### src/hdl/source_pkg.sv
// shared widths and bus structs for the biased load streamer, referenced by scoped names
`default_nettype none

package source_pkg;

  localparam int unsigned ADDR_W  = 32;            // byte address
  localparam int unsigned STRM_DW = 32;            // output stream word
  localparam int unsigned MEM_DW  = STRM_DW + 32;  // extra word for misaligned reads
  localparam int unsigned CNT_W   = 16;            // lengths and counters
  localparam int unsigned OFS_W   = 2;             // byte offset inside a word

  // address pattern, sampled by the generator on start
  typedef struct packed {
    logic [ADDR_W-1:0] base_addr;  // first byte address
    logic [CNT_W-1:0]  tot_len;    // total number of words
    logic [CNT_W-1:0]  d0_len;     // inner loop length
    logic [CNT_W-1:0]  d0_stride;  // inner step in bytes
    logic [ADDR_W-1:0] d1_stride;  // outer step, may span the whole memory
  } addr_cfg_t;

  // control plane input
  typedef struct packed {
    logic      req_start;    // start if ready_start
    logic      ignore_bias;  // skip the bias stream
    addr_cfg_t cfg;
  } source_ctrl_t;

  // status back to the host
  typedef struct packed {
    logic ready_start;  // idle, start accepted
    logic done;         // one cycle at end of transfer
    logic gen_done;     // all addresses generated
  } source_flags_t;

  // memory request side
  typedef struct packed {
    logic              req;
    logic [ADDR_W-1:0] addr;  // word aligned
  } mem_req_t;

  // memory response side
  typedef struct packed {
    logic              gnt;
    logic              r_valid;
    logic [MEM_DW-1:0] r_data;
  } mem_rsp_t;

  // valid and data of a stream, ready travels alone
  typedef struct packed {
    logic               valid;
    logic [STRM_DW-1:0] data;
  } stream_t;

endpackage

`default_nettype wire

### src/hdl/stream_fifo.sv
// valid/ready FIFO of WIDTH-bit words, ports carry {valid, data} as one vector
`default_nettype none

module stream_fifo #(
  parameter int unsigned WIDTH = 32,
  parameter int unsigned DEPTH = 2
) (
  input  wire logic           clk_i,
  input  wire logic           rst_ni,
  input  wire logic           clear_i,       // flush all entries
  input  wire logic [WIDTH:0] push_i,        // {valid, data}
  output logic                push_ready_o,
  output logic      [WIDTH:0] pop_o,         // {valid, data}
  input  wire logic           pop_ready_i,
  output logic                empty_o
);

  localparam int unsigned PTR_W = (DEPTH > 1) ? $clog2(DEPTH) : 1;
  localparam int unsigned CNT_B = $clog2(DEPTH + 1);

  logic [WIDTH-1:0] mem_q [DEPTH];  // storage, no reset
  logic [PTR_W-1:0] rd_ptr_q, wr_ptr_q;
  logic [CNT_B-1:0] cnt_q;
  logic             push, pop;

  assign push_ready_o = (cnt_q != CNT_B'(DEPTH));       // not full
  assign empty_o      = (cnt_q == '0);
  assign pop_o        = {~empty_o, mem_q[rd_ptr_q]};    // registered, no fall-through
  assign push         = push_i[WIDTH] & push_ready_o;
  assign pop          = ~empty_o & pop_ready_i;

  always_ff @(posedge clk_i or negedge rst_ni) begin
    if (!rst_ni) begin
      rd_ptr_q <= '0;
      wr_ptr_q <= '0;
      cnt_q    <= '0;
    end else if (clear_i) begin
      rd_ptr_q <= '0;
      wr_ptr_q <= '0;
      cnt_q    <= '0;
    end else begin
      if (push) wr_ptr_q <= (wr_ptr_q == PTR_W'(DEPTH - 1)) ? '0 : wr_ptr_q + 1'b1;  // wrap
      if (pop)  rd_ptr_q <= (rd_ptr_q == PTR_W'(DEPTH - 1)) ? '0 : rd_ptr_q + 1'b1;
      if (push && !pop)      cnt_q <= cnt_q + 1'b1;
      else if (pop && !push) cnt_q <= cnt_q - 1'b1;
    end
  end

  always_ff @(posedge clk_i) begin
    if (push && !clear_i) mem_q[wr_ptr_q] <= push_i[WIDTH-1:0];
  end

  // upstream logic must respect push_ready_o
  a_no_push_full: assert property (@(posedge clk_i) disable iff (!rst_ni)
    push_i[WIDTH] |-> push_ready_o);

endmodule

`default_nettype wire

### src/hdl/addr_gen.sv
// two-level strided address generator, adds one bias word per address and feeds the address queue
`default_nettype none

module addr_gen (
  input  wire logic                   clk_i,
  input  wire logic                   rst_ni,
  input  wire logic                   clear_i,
  input  wire logic                   enable_i,
  input  wire logic                   start_i,        // sample cfg, restart counters
  input  wire source_pkg::addr_cfg_t  cfg_i,
  input  wire logic                   ignore_bias_i,
  input  wire source_pkg::stream_t    bias_i,
  output logic                        bias_ready_o,
  output source_pkg::stream_t         addr_o,
  input  wire logic                   addr_ready_i,
  output logic                        done_o
);

  localparam int unsigned AW = source_pkg::ADDR_W;
  localparam int unsigned CW = source_pkg::CNT_W;
  localparam int unsigned DW = source_pkg::STRM_DW;

  source_pkg::addr_cfg_t cfg_q;        // sampled pattern
  logic                  running_q;
  logic                  done_q;
  logic                  ign_q;        // sampled ignore_bias
  logic [CW-1:0]         d0_idx_q;     // inner index
  logic [CW-1:0]         tot_idx_q;    // addresses issued so far
  logic [AW-1:0]         d0_ofs_q;     // inner index * d0_stride
  logic [AW-1:0]         d1_ofs_q;     // outer index * d1_stride
  logic [AW-1:0]         bias_ofs;
  logic                  step, last_addr, last_d0;

  assign step      = enable_i & running_q & addr_ready_i & (ign_q | bias_i.valid);
  assign last_addr = (tot_idx_q == cfg_q.tot_len - 1'b1);
  assign last_d0   = (d0_idx_q == cfg_q.d0_len - 1'b1);
  assign bias_ofs  = ign_q ? '0 : AW'(bias_i.data);

  assign bias_ready_o = enable_i & running_q & addr_ready_i & ~ign_q;  // bias taken with its address
  assign addr_o.valid = step;
  assign addr_o.data  = DW'(cfg_q.base_addr + d0_ofs_q + d1_ofs_q + bias_ofs);
  assign done_o       = done_q | (step & last_addr);  // high in the cycle of the last push

  always_ff @(posedge clk_i or negedge rst_ni) begin
    if (!rst_ni) begin
      running_q <= 1'b0;
      done_q    <= 1'b0;
      ign_q     <= 1'b0;
      d0_idx_q  <= '0;
      tot_idx_q <= '0;
      d0_ofs_q  <= '0;
      d1_ofs_q  <= '0;
    end else if (clear_i) begin
      running_q <= 1'b0;
      done_q    <= 1'b0;
    end else if (start_i) begin
      running_q <= (cfg_i.tot_len != '0);  // empty transfer finishes at once
      done_q    <= (cfg_i.tot_len == '0);
      ign_q     <= ignore_bias_i;
      d0_idx_q  <= '0;
      tot_idx_q <= '0;
      d0_ofs_q  <= '0;
      d1_ofs_q  <= '0;
    end else if (step) begin
      tot_idx_q <= tot_idx_q + 1'b1;
      if (last_addr) begin
        running_q <= 1'b0;
        done_q    <= 1'b1;
      end
      if (last_d0) begin  // next outer row
        d0_idx_q <= '0;
        d0_ofs_q <= '0;
        d1_ofs_q <= d1_ofs_q + cfg_q.d1_stride;
      end else begin
        d0_idx_q <= d0_idx_q + 1'b1;
        d0_ofs_q <= d0_ofs_q + AW'(cfg_q.d0_stride);
      end
    end
  end

  always_ff @(posedge clk_i) begin
    if (start_i) cfg_q <= cfg_i;  // held for the whole transfer
  end

endmodule

`default_nettype wire

### src/hdl/load_realign.sv
// holds memory responses and shifts them by the queued byte offset to form the output stream
`default_nettype none

module load_realign #(
  parameter int unsigned OFS_DEPTH = 8
) (
  input  wire logic                             clk_i,
  input  wire logic                             rst_ni,
  input  wire logic                             clear_i,
  input  wire logic                             enable_i,
  input  wire logic [source_pkg::OFS_W:0]       grant_ofs_i,   // {granted, byte offset}
  input  wire source_pkg::mem_rsp_t             rsp_i,
  output source_pkg::stream_t                   strm_o,
  input  wire logic                             strm_ready_i
);

  localparam int unsigned OW = source_pkg::OFS_W;
  localparam int unsigned MW = source_pkg::MEM_DW;
  localparam int unsigned DW = source_pkg::STRM_DW;

  logic          hold_valid_q;         // response waiting for ready
  logic [MW-1:0] hold_data_q;
  logic [MW-1:0] word;
  logic [MW-1:0] realigned;
  logic [OW:0]   ofs_pop;              // {valid, offset}
  logic          beat;

  assign word      = rsp_i.r_valid ? rsp_i.r_data : hold_data_q;  // live word wins
  assign realigned = word >> {ofs_pop[OW-1:0], 3'b000};           // offset in bytes

  assign strm_o.valid = enable_i & (rsp_i.r_valid | hold_valid_q);
  assign strm_o.data  = realigned[DW-1:0];
  assign beat         = strm_o.valid & strm_ready_i;

  // one offset per granted request, popped with its word
  stream_fifo #(
    .WIDTH ( OW        ),
    .DEPTH ( OFS_DEPTH )
  ) i_ofs_fifo (
    .clk_i        ( clk_i       ),
    .rst_ni       ( rst_ni      ),
    .clear_i      ( clear_i     ),
    .push_i       ( grant_ofs_i ),
    .push_ready_o (             ),
    .pop_o        ( ofs_pop     ),
    .pop_ready_i  ( beat        ),
    .empty_o      (             )
  );

  always_ff @(posedge clk_i or negedge rst_ni) begin
    if (!rst_ni) begin
      hold_valid_q <= 1'b0;
    end else if (clear_i) begin
      hold_valid_q <= 1'b0;
    end else if (enable_i) begin
      if (rsp_i.r_valid && !strm_ready_i) hold_valid_q <= 1'b1;  // park it
      else if (strm_ready_i)              hold_valid_q <= 1'b0;  // delivered
    end
  end

  always_ff @(posedge clk_i) begin
    if (enable_i && rsp_i.r_valid) hold_data_q <= rsp_i.r_data;
  end

  // every response needs the offset pushed at its grant
  a_rsp_has_ofs: assert property (@(posedge clk_i) disable iff (!rst_ni)
    rsp_i.r_valid |-> ofs_pop[OW]);

endmodule

`default_nettype wire

### src/hdl/source_ctrl.sv
// streamer FSM: idle, working, drain; counts delivered words and raises the host flags
`default_nettype none

module source_ctrl (
  input  wire logic                      clk_i,
  input  wire logic                      rst_ni,
  input  wire logic                      clear_i,
  input  wire logic                      enable_i,
  input  wire source_pkg::source_ctrl_t  ctrl_i,
  input  wire logic                      gen_done_i,    // generator finished
  input  wire logic                      addr_empty_i,  // address queue drained
  input  wire logic                      beat_i,        // stream word transferred
  output logic                           busy_o,
  output logic                           gen_start_o,
  output logic                           gen_clear_o,
  output source_pkg::source_flags_t      flags_o
);

  typedef enum logic [1:0] {ST_IDLE, ST_WORKING, ST_DRAIN} state_e;

  state_e                          state_q, state_d;
  logic [source_pkg::CNT_W-1:0]    cnt_q;   // delivered words
  logic                            finish;

  assign finish = enable_i & (state_q == ST_DRAIN) & addr_empty_i
                & (cnt_q == ctrl_i.cfg.tot_len);

  assign busy_o      = (state_q != ST_IDLE);
  assign gen_start_o = enable_i & ~clear_i & (state_q == ST_IDLE) & ctrl_i.req_start;
  assign gen_clear_o = clear_i | finish;  // generator back to rest

  assign flags_o.ready_start = (state_q == ST_IDLE);
  assign flags_o.done        = finish;     // single cycle, state leaves drain
  assign flags_o.gen_done    = gen_done_i;

  always_comb begin
    state_d = state_q;
    case (state_q)
      ST_IDLE:    if (ctrl_i.req_start) state_d = ST_WORKING;
      ST_WORKING: if (gen_done_i)       state_d = ST_DRAIN;
      ST_DRAIN:   if (finish)           state_d = ST_IDLE;
      default:                          state_d = ST_IDLE;
    endcase
  end

  always_ff @(posedge clk_i or negedge rst_ni) begin
    if (!rst_ni)       state_q <= ST_IDLE;
    else if (clear_i)  state_q <= ST_IDLE;
    else if (enable_i) state_q <= state_d;
  end

  always_ff @(posedge clk_i or negedge rst_ni) begin
    if (!rst_ni)                 cnt_q <= '0;
    else if (clear_i || finish)  cnt_q <= '0;
    else if (enable_i && beat_i) cnt_q <= cnt_q + 1'b1;
  end

  // stream words only come from requests of an active transfer
  a_beat_busy: assert property (@(posedge clk_i) disable iff (!rst_ni || clear_i)
    beat_i |-> busy_o);

endmodule

`default_nettype wire

### src/hdl/biased_source.sv
// top of the biased load streamer: generator, address queue, memory requests, realign and FSM
`default_nettype none

module biased_source #(
  parameter int unsigned ADDR_FIFO_DEPTH = 2,
  parameter int unsigned OFS_FIFO_DEPTH  = 8   // >= outstanding granted requests
) (
  input  wire logic                      clk_i,
  input  wire logic                      rst_ni,
  input  wire logic                      clear_i,
  input  wire logic                      enable_i,
  input  wire source_pkg::source_ctrl_t  ctrl_i,
  output source_pkg::source_flags_t      flags_o,
  input  wire source_pkg::stream_t       bias_i,
  output logic                           bias_ready_o,
  output source_pkg::mem_req_t           mem_req_o,
  output logic                           mem_r_ready_o,
  input  wire source_pkg::mem_rsp_t      mem_rsp_i,
  output source_pkg::stream_t            strm_o,
  input  wire logic                      strm_ready_i
);

  localparam int unsigned AW = source_pkg::ADDR_W;
  localparam int unsigned OW = source_pkg::OFS_W;
  localparam int unsigned DW = source_pkg::STRM_DW;

  source_pkg::stream_t addr_push, addr_pop;
  logic                addr_push_ready;
  logic                addr_empty;
  logic                busy, gen_start, gen_clear, gen_done;
  logic                req, grant;
  logic [OW:0]         grant_ofs;   // {granted, byte offset}

  addr_gen i_addr_gen (
    .clk_i         ( clk_i              ),
    .rst_ni        ( rst_ni             ),
    .clear_i       ( gen_clear          ),
    .enable_i      ( enable_i           ),
    .start_i       ( gen_start          ),
    .cfg_i         ( ctrl_i.cfg         ),
    .ignore_bias_i ( ctrl_i.ignore_bias ),
    .bias_i        ( bias_i             ),
    .bias_ready_o  ( bias_ready_o       ),
    .addr_o        ( addr_push          ),
    .addr_ready_i  ( addr_push_ready    ),
    .done_o        ( gen_done           )
  );

  stream_fifo #(
    .WIDTH ( DW              ),
    .DEPTH ( ADDR_FIFO_DEPTH )
  ) i_addr_fifo (
    .clk_i        ( clk_i           ),
    .rst_ni       ( rst_ni          ),
    .clear_i      ( clear_i         ),
    .push_i       ( addr_push       ),
    .push_ready_o ( addr_push_ready ),
    .pop_o        ( addr_pop        ),
    .pop_ready_i  ( grant           ),  // pop on grant
    .empty_o      ( addr_empty      )
  );

  // requests stop under back-pressure so responses have room
  assign req   = enable_i & busy & addr_pop.valid & strm_ready_i;
  assign grant = req & mem_rsp_i.gnt;

  assign mem_req_o.req  = req;
  assign mem_req_o.addr = {addr_pop.data[AW-1:OW], {OW{1'b0}}};  // word aligned
  assign mem_r_ready_o  = strm_ready_i;
  assign grant_ofs      = {grant, addr_pop.data[OW-1:0]};         // low bits go to realign

  load_realign #(
    .OFS_DEPTH ( OFS_FIFO_DEPTH )
  ) i_load_realign (
    .clk_i        ( clk_i        ),
    .rst_ni       ( rst_ni       ),
    .clear_i      ( clear_i      ),
    .enable_i     ( enable_i     ),
    .grant_ofs_i  ( grant_ofs    ),
    .rsp_i        ( mem_rsp_i    ),
    .strm_o       ( strm_o       ),
    .strm_ready_i ( strm_ready_i )
  );

  source_ctrl i_source_ctrl (
    .clk_i        ( clk_i                  ),
    .rst_ni       ( rst_ni                 ),
    .clear_i      ( clear_i                ),
    .enable_i     ( enable_i               ),
    .ctrl_i       ( ctrl_i                 ),
    .gen_done_i   ( gen_done               ),
    .addr_empty_i ( addr_empty             ),
    .beat_i       ( strm_o.valid & strm_ready_i ),
    .busy_o       ( busy                   ),
    .gen_start_o  ( gen_start              ),
    .gen_clear_o  ( gen_clear              ),
    .flags_o      ( flags_o                )
  );

  // queue head must not move before its grant
  a_req_addr_stable: assert property (@(posedge clk_i) disable iff (!rst_ni || clear_i)
    (mem_req_o.req && !mem_rsp_i.gnt) |=> $stable(mem_req_o.addr));

endmodule

`default_nettype wire

### config.mk
export PLATFORM = sky130hd
export DESIGN_NAME = biased_source
export DESIGN_NICKNAME = d
export VERILOG_FILES = /design/src/hdl/source_pkg.sv /design/src/hdl/stream_fifo.sv /design/src/hdl/addr_gen.sv /design/src/hdl/load_realign.sv /design/src/hdl/source_ctrl.sv /design/src/hdl/biased_source.sv
export SDC_FILE = /design/constraint.sdc
export NUM_CORES = 1
export LEC_CHECK = 0
export BUFFER_PORTS_ARGS = -buffer_cell sky130_fd_sc_hd__buf_2
export CORE_MARGIN = 2
export CORE_UTILIZATION = 58
export CTS_CLUSTER_SIZE = 25
export DETAILED_ROUTE_END_ITERATION = 10
export PLACE_DENSITY = 0.78
export SYNTH_ARGS = -nofsm -noshare
export SYNTH_HDL_FRONTEND = slang
export SYNTH_SLANG_ARGS = --single-unit
### constraint.sdc
create_clock -name clk_i -period 5.9 [get_ports clk_i]
set_input_delay 0.59 -clock clk_i [delete_from_list [all_inputs] [get_ports clk_i]]
set_output_delay 0.59 -clock clk_i [all_outputs]
set_load 0.05 [all_outputs]
==> qor.txt, run 1 <==
CP max stage cell: o311ai_0
Final Skew: 0.0188 ns
Placeable Area: 38500 sq um
# IOs: 289
Post-CTS Setup Repair Bufs: 0
P_int: 7.54 mW
Ys Warns: 0
Nets: 2560
pre-CTS WS: 0.982 ns
status: finished clean
first-pass GRT wire length: 81.6 mm
Core Rows: 72
crit-path cells: nand2b_1, fa_1, fa_1, inv_1, ha_1, inv_1, fa_1, nor2b_1, o2111ai_1, a32oi_1, o311ai_0, a21boi_0, o31a_1, o21a_1, mux2i_1, nand2_1
syn avg cell area: 11.6 sq um
vias: 15800
max-cap violation count: 0
critical path arrival: 5.34 ns
worst-margin pin slew: 1.18 ns
startpoint types: flip-flop
post-cts repair resize count: 0
sequential power share: 31.2%
CP Buf/Inv Count: 2
CTS H-Tree Depth: 2
Sw Share: 37.4%
IO buf count: 278
Final TNS setup: 0 ns
Clock Sinks: 380
RD Place Congestion: 0.917
share of layout cells above drive strength 1: 22.2%
slowest stage delay, CP: 0.90 ns
Post-synth EDFFs: 248
Final Slew Violations: 0
Die Wd: 201 microns
sequential fraction of the synthesis area: 47.7%
CP max FO: 7
gr busiest metal: met2
ys async rst share: 34.7%
crit path capture type: flip-flop
drt drc: 0
Clk pwr share: 23.4%
detailed-placement wirelength estimate: 37.8 mm
min-delay worst type: in -> async
Synth cell types: 74
die area: 40400 sq um
synthesized instance count: 1945
Syn-to-layout area delta: 14.0%
fmax: 198 MHz
drt first pass iters: 5
ANT nets after route: 0
Max-slew headroom: 19.9%
Yosys reg bits: 380
final WL: 51.0 mm
hold slack final: 0.0211 ns
Req. time, crit path: 6.19 ns
vias per cell: 5.76
TritonCTS clock tree: done
Max rail drop VDD: 0.330 mV
Lkg Pwr: 10.8 nW
die height: 201 microns
CP dominant cell by count: fa_1
hold_buf cts: 0
DR WL/cell: 18.6 microns
Max Buffers Root-to-Sink: 3
M3 GR Usage: 4.32%
Congestion Overflow GR: 0
final worst slack: 0.852 ns
Initial Utilization: 58.6%
Tot GR Track Use: 25.4%
combinational fraction of design power: 45.4%
Mapped Area: 22500 sq um
Filler Cells Inserted: 2882
final hold vios: 0
CTS Buf Count: 42
Final Util: 66.8%
root buf cell: clkbuf_16
Post-synth top flop: edfxtp_1
clock slew at reported path FFs: 0.06 ns
Largest delay share family, worst path: compound AO/OA/AOI/OAI gates
met2 usage: 41.2%
Clock Latency Late Sink: 0.57 ns
switching power total: 4.50 mW
final setup vio count: 0
largest net degree at the start of global routing: 72
Cell Pwr Density: 468 nW/um^2
met1 Usage GRT: 34.9%
number of global-route vias before repair: 15900
RSZ-0062 raised after global routing: false
Final Cycle Share: 85.6%
minimum clock period: 5.05 ns
Initial DRC Count: 945
Setup CP Type: reg -> reg
initial antenna violation count: 4
-- per-layer routing --
layer	share of wire [%]	wire, microns
met3	6.8	3480
met2	47	24100
met1	42	21700
met5	0	0
met4	3.4	1730
-- cells in the final DEF (no fill, tap or decap), types with 28 or more instances in the layout --
cell	n
nand2_1	124
dfrtp_1	132
a21o_1	36
a21oi_1	89
fa_1	65
o21ai_0	61
edfxtp_1	248
or3_1	28
ha_1	89
mux2_2	68
mux4_2	45
buf_2	277
xnor2_1	96
nor3_1	28
nand3_1	47
xor2_1	69
nand2b_1	43
nor2_1	106
inv_1	178
clkbuf_16	45
-- cells in the mapped netlist (all sizes together) (47+ instances only) --
master,count,area [sq um]
nand3,47,235
nor2,109,412
xnor2,96,841
dfrtp,132,3300
mux2,68,766
edfxtp,248,7450
a21oi,89,445
nand2,124,465
ha,89,1110
xor2,69,604
fa,65,1300
o21ai,68,344
buf,49,358
inv,178,668
-- cells by family (layout without fill, tap and decap cells) --
group | after synthesis | count (layout) | synth area share [%]
other | 1 | 6 | 0.0166
and+or+nand+nor | 508 | 508 | 11.6
adders and majority gates | 154 | 154 | 10.7
muxes | 123 | 123 | 8.34
AOI/OAI and AO/OA | 341 | 341 | 9.87
xor gates and xnor gates | 165 | 165 | 6.41
buffers and inverters | 273 | 548 | 5.32
DFF | 380 | 380 | 47.7
-- layout make-up --
type,count,area [sq um],share of cell area (%)
clock buffers,52,1150,4.48
repair buffers,293,1510,5.88
multi-input cells,1293,10600,41.4
inverters,178,668,2.60
flip-flops and latches,380,10800,41.8
diodes,4,10.0,0.0390
well taps,518,648,2.52
clock inverters,25,327,1.27
-- worst paths after layout --
kind	start	endpoint	slack, ns	cells past startpoint
max	i_addr_gen.ign_q$_DFFE_PN0P_	i_addr_fifo.mem_q[1][23]$_DFFE_PP_	0.85	16
min	rst_ni	i_addr_gen.d1_ofs_q[2]$_DFFE_PN0P_	0.02	1
max reg2reg	i_addr_gen.ign_q$_DFFE_PN0P_	i_addr_fifo.mem_q[1][23]$_DFFE_PP_	0.85	16
min reg2reg	i_addr_gen.d0_ofs_q[31]$_DFFE_PN0P_	i_addr_gen.d0_ofs_q[31]$_DFFE_PN0P_	0.51	1
max in group asynchronous	rst_ni	i_source_ctrl.cnt_q[9]$_DFFE_PN0P_	4.53	2
min in group clk_i	ctrl_i[83]	i_addr_gen.cfg_q[83]$_DFFE_PP_	0.19	1
-- per-stage QoR --
stage               cell area, sq um  power (mW)  cells
CTS                            25700        12.0   2739
finish                         25700        12.0   2743
global placement               24200        8.90   2662
global route                   25700        12.8   2743
detailed placement             24200        9.18   2662
floorplan                      22500        7.95   1946
-- power groups by stage --
| stage | registers [mW] | clock network [mW] | logic (mW) |
|---|---|---|---|
| floorplan | 3.74 | 0 | 4.21 |
| global placement | 3.79 | 0 | 5.10 |
| global route | 3.79 | 2.97 | 6.06 |
| detailed placement | 3.81 | 0 | 5.37 |
| CTS | 3.76 | 2.87 | 5.42 |
| finish | 3.76 | 2.81 | 5.46 |
-- sequential cells by signal, summed over array words and instances (netlist names), 2 cells and up --
name	cells
i_addr_fifo.cnt_q	2
i_addr_fifo.mem_q	64
i_addr_gen.cfg_q	112
i_addr_gen.d0_idx_q	16
i_addr_gen.d0_ofs_q	32
i_addr_gen.d1_ofs_q	32
i_addr_gen.tot_idx_q	16
i_load_realign.hold_data_q	56
i_load_realign.i_ofs_fifo.cnt_q	4
i_load_realign.i_ofs_fifo.mem_q	16
i_load_realign.i_ofs_fifo.rd_ptr_q	3
i_load_realign.i_ofs_fifo.wr_ptr_q	3
i_source_ctrl.cnt_q	16
i_source_ctrl.state_q	2
Note: power is estimated with default switching activity, not from simulation.
==> run 2: changes to the inputs <==
--- a/config.mk
+++ b/config.mk
@@ -12,4 +12,5 @@
 export DETAILED_ROUTE_END_ITERATION = 10
 export PLACE_DENSITY = 0.78
+export SLEW_MARGIN = 30
 export SYNTH_ARGS = -nofsm -noshare
 export SYNTH_HDL_FRONTEND = slang
==> constraint.sdc (replaced) <==
create_clock -name clk_i -period 5.9 [get_ports clk_i]
set_input_delay 0.295 -clock clk_i [delete_from_list [all_inputs] [get_ports clk_i]]
set_output_delay 0.295 -clock clk_i [all_outputs]
set_load 0.05 [all_outputs]
==> qor.txt, run 2 (same netlist as run 1, synthesis figures left out) <==
max reg flops: 112 (unchanged)
Max-slew headroom: 34.5% (+15 points)
CTS H-Tree Depth: 2 (unchanged)
max-cap violation count: 0 (unchanged)
largest register by flop count: i_addr_gen.cfg_q
Syn-to-layout area delta: 21.4%
status: finished clean
crit path capture type: flip-flop
fmax: 200 MHz (+0.93%)
Nets: 2731 (+6.7%)
share of layout cells above drive strength 1: 20.7% (-1.5 points)
vias per cell: 5.71 (-0.88%)
minimum clock period: 5.00 ns (-0.0465 ns)
Die Wd: 201 microns (unchanged)
RSZ-0062 raised after global routing: false
CP startpoint: i_addr_gen.ign_q$_DFFE_PN0P_
Lkg Pwr: 11.5 nW (+6.5%)
hold_buf cts: 169 (+169)
Congestion Overflow GR: 0 (unchanged)
Filler Cells Inserted: 2695 (-6.5%)
post-cts repair resize count: 0 (unchanged)
startpoint types: flip-flop
worst reg2reg setup slack: 0.90 ns (+0.05 ns)
CTS Buf Count: 42 (unchanged)
WHS Path Cells: 2
Reg2Reg Capture Point: i_addr_fifo.mem_q[1][23]$_DFFE_PP_
Clock Latency Late Sink: 0.57 ns (about the same)
Initial Utilization: 58.6% (unchanged)
vias: 16600 (+5.4%)
first-pass GRT wire length: 88.7 mm (+8.8%)
clock slew at reported path FFs: 0.06 ns (about the same)
largest net degree at the start of global routing: 69 (-4.2%)
IO buf count: 278 (unchanged)
Core Rows: 72 (unchanged)
ANT nets after route: 0 (unchanged)
final hold vios: 0 (unchanged)
most frequent cells in the layout: 277 x buf_2, 248 x edfxtp_1, 178 x inv_1
number of global-route vias before repair: 17000 (+7.5%)
Design Area, Final: 27300 sq um (+6.4%)
drt first pass iters: 5 (unchanged)
Initial DRC Count: 1211 (+28%)
RD Place Congestion: 0.899 (-2.0%)
die height: 201 microns (unchanged)
final worst slack: 0.898 ns (+0.0465 ns)
Max rail drop VDD: 0.296 mV (-10%)
# IOs: 289 (unchanged)
Final Skew: 0.0171 ns (-0.00169 ns)
TritonCTS clock tree: done
root buf cell: clkbuf_16
pre-CTS WS: 1.08 ns (+0.0938 ns)
worst-margin pin slew: 0.970 ns (-0.206 ns)
Tot GR Track Use: 27.7% (+2.3 points)
DP Area: 24200 sq um (about the same)
Placeable Area: 38500 sq um (unchanged)
final WL: 55.7 mm (+9.3%)
die area: 40400 sq um (unchanged)
min-delay worst type: in -> reg
Final TNS setup: 0 ns (unchanged)
crit path capture: i_addr_fifo.mem_q[1][23]$_DFFE_PP_
DR WL/cell: 19.1 microns (+2.8%)
final setup vio count: 0 (unchanged)
CP max FO: 9 (+2)
Post-CTS Setup Repair Bufs: 0 (unchanged)
Setup CP Type: reg -> reg
drt drc: 0 (unchanged)
critical path arrival: 5.30 ns (-0.04 ns)
initial antenna violation count: 5 (+1)
Req. time, crit path: 6.19 ns (about the same)
Clock Sinks: 380 (unchanged)
worst-case reg-to-reg path depth: 16 (unchanged)
most common cell after layout, fill and taps aside: buf_2
Final Slew Violations: 0 (unchanged)
Max Buffers Root-to-Sink: 3 (unchanged)
Crit Reg-Reg Startpoint: i_addr_gen.ign_q$_DFFE_PN0P_
total power: 12.0 mW (-0.20%)
detailed-placement wirelength estimate: 37.8 mm (-0.16%)
Largest regs: i_addr_gen.cfg_q (112), i_addr_fifo.mem_q (64), i_load_realign.hold_data_q (56)
Final Cycle Share: 84.8% (-0.79 points)
Cell Pwr Density: 439 nW/um^2 (-6.2%)
==> run 2: cell types whose count changed in the layout (fill, tap and decap cells not counted), sizes merged, moves of 3 or more <==
cell / delta
dlygate4sd3: +169
bufinv: -5
inv: +3
clkinv: -9
clkbuf: +13
==> run 2: layout make-up <==
class | count | area, sq um | share of cell area (%)
inverters | 178 | 668 | 2.44
repair buffers | 464 | 3220 | 11.8
diodes | 6 | 15.0 | 0.0549
multi-input cells | 1293 | 10600 | 38.9
flip-flops and latches | 380 | 10800 | 39.3
clock inverters | 12 | 151 | 0.554
clock buffers | 65 | 1260 | 4.61
well taps | 518 | 648 | 2.37
==> run 2: worst min-delay path by stage <==
stage                                    endpoint  slack, ns         from
2_1_floorplan    i_addr_fifo.cnt_q[0]$_DFFE_PN0P_    -0.0006       rst_ni
3_3_place_gp   i_addr_gen.d0_idx_q[3]$_DFFE_PN0P_       0.35       rst_ni
3_5_place_dp   i_addr_gen.d0_idx_q[3]$_DFFE_PN0P_       0.37       rst_ni
4_1_cts              i_addr_gen.ign_q$_DFFE_PN0P_       0.03  ctrl_i[112]
5_1_grt              i_addr_gen.ign_q$_DFFE_PN0P_       0.05  ctrl_i[112]
6_report             i_addr_gen.ign_q$_DFFE_PN0P_       0.06  ctrl_i[112]
==> run 2: metrics by stage <==
stage	util (%)	instances	hold WS [ns]
2_1_floorplan	-	1946	-0.000591
3_3_place_gp	63.0	2663	0.347
3_5_place_dp	63.0	2664	0.367
4_1_cts	71.1	2910	0.0319
5_1_grt	71.1	2915	0.0467
6_report	71.1	2916	0.0576
==> run 2: power by group <==
| group | switching, mW | internal (mW) | total (mW) |
|---|---|---|---|
| registers | 0.212 | 3.55 | 3.77 |
| logic | 3.24 | 2.33 | 5.56 |
| clock network | 1.08 | 1.61 | 2.69 |
| total | 4.52 | 7.49 | 12.0 |
==> run 2: worst max-delay path: stages (launching register included) <==
cell and delay, ns:
dfrtp_1 0.53, nand2b_1 0.24, fa_1 0.45, fa_1 0.51, inv_1 0.06, ha_1 0.21, inv_1 0.09, fa_1 0.21
nor2b_1 0.07, o2111ai_1 0.25, a32oi_1 0.21, o311ai_0 0.88, a21boi_0 0.26, o31a_1 0.32, o21a_1 0.20, mux2i_1 0.15
nand2_1 0.08
==> run 2: routing by layer <==
layer	vias to the layer above	global-route usage (%)	part of all wire, %
met5	-	0	0
met4	0	11.7	3.8
met3	124	4.15	6.0
met2	581	46.1	49
met1	8110	36.6	42
li1	7822	-	-
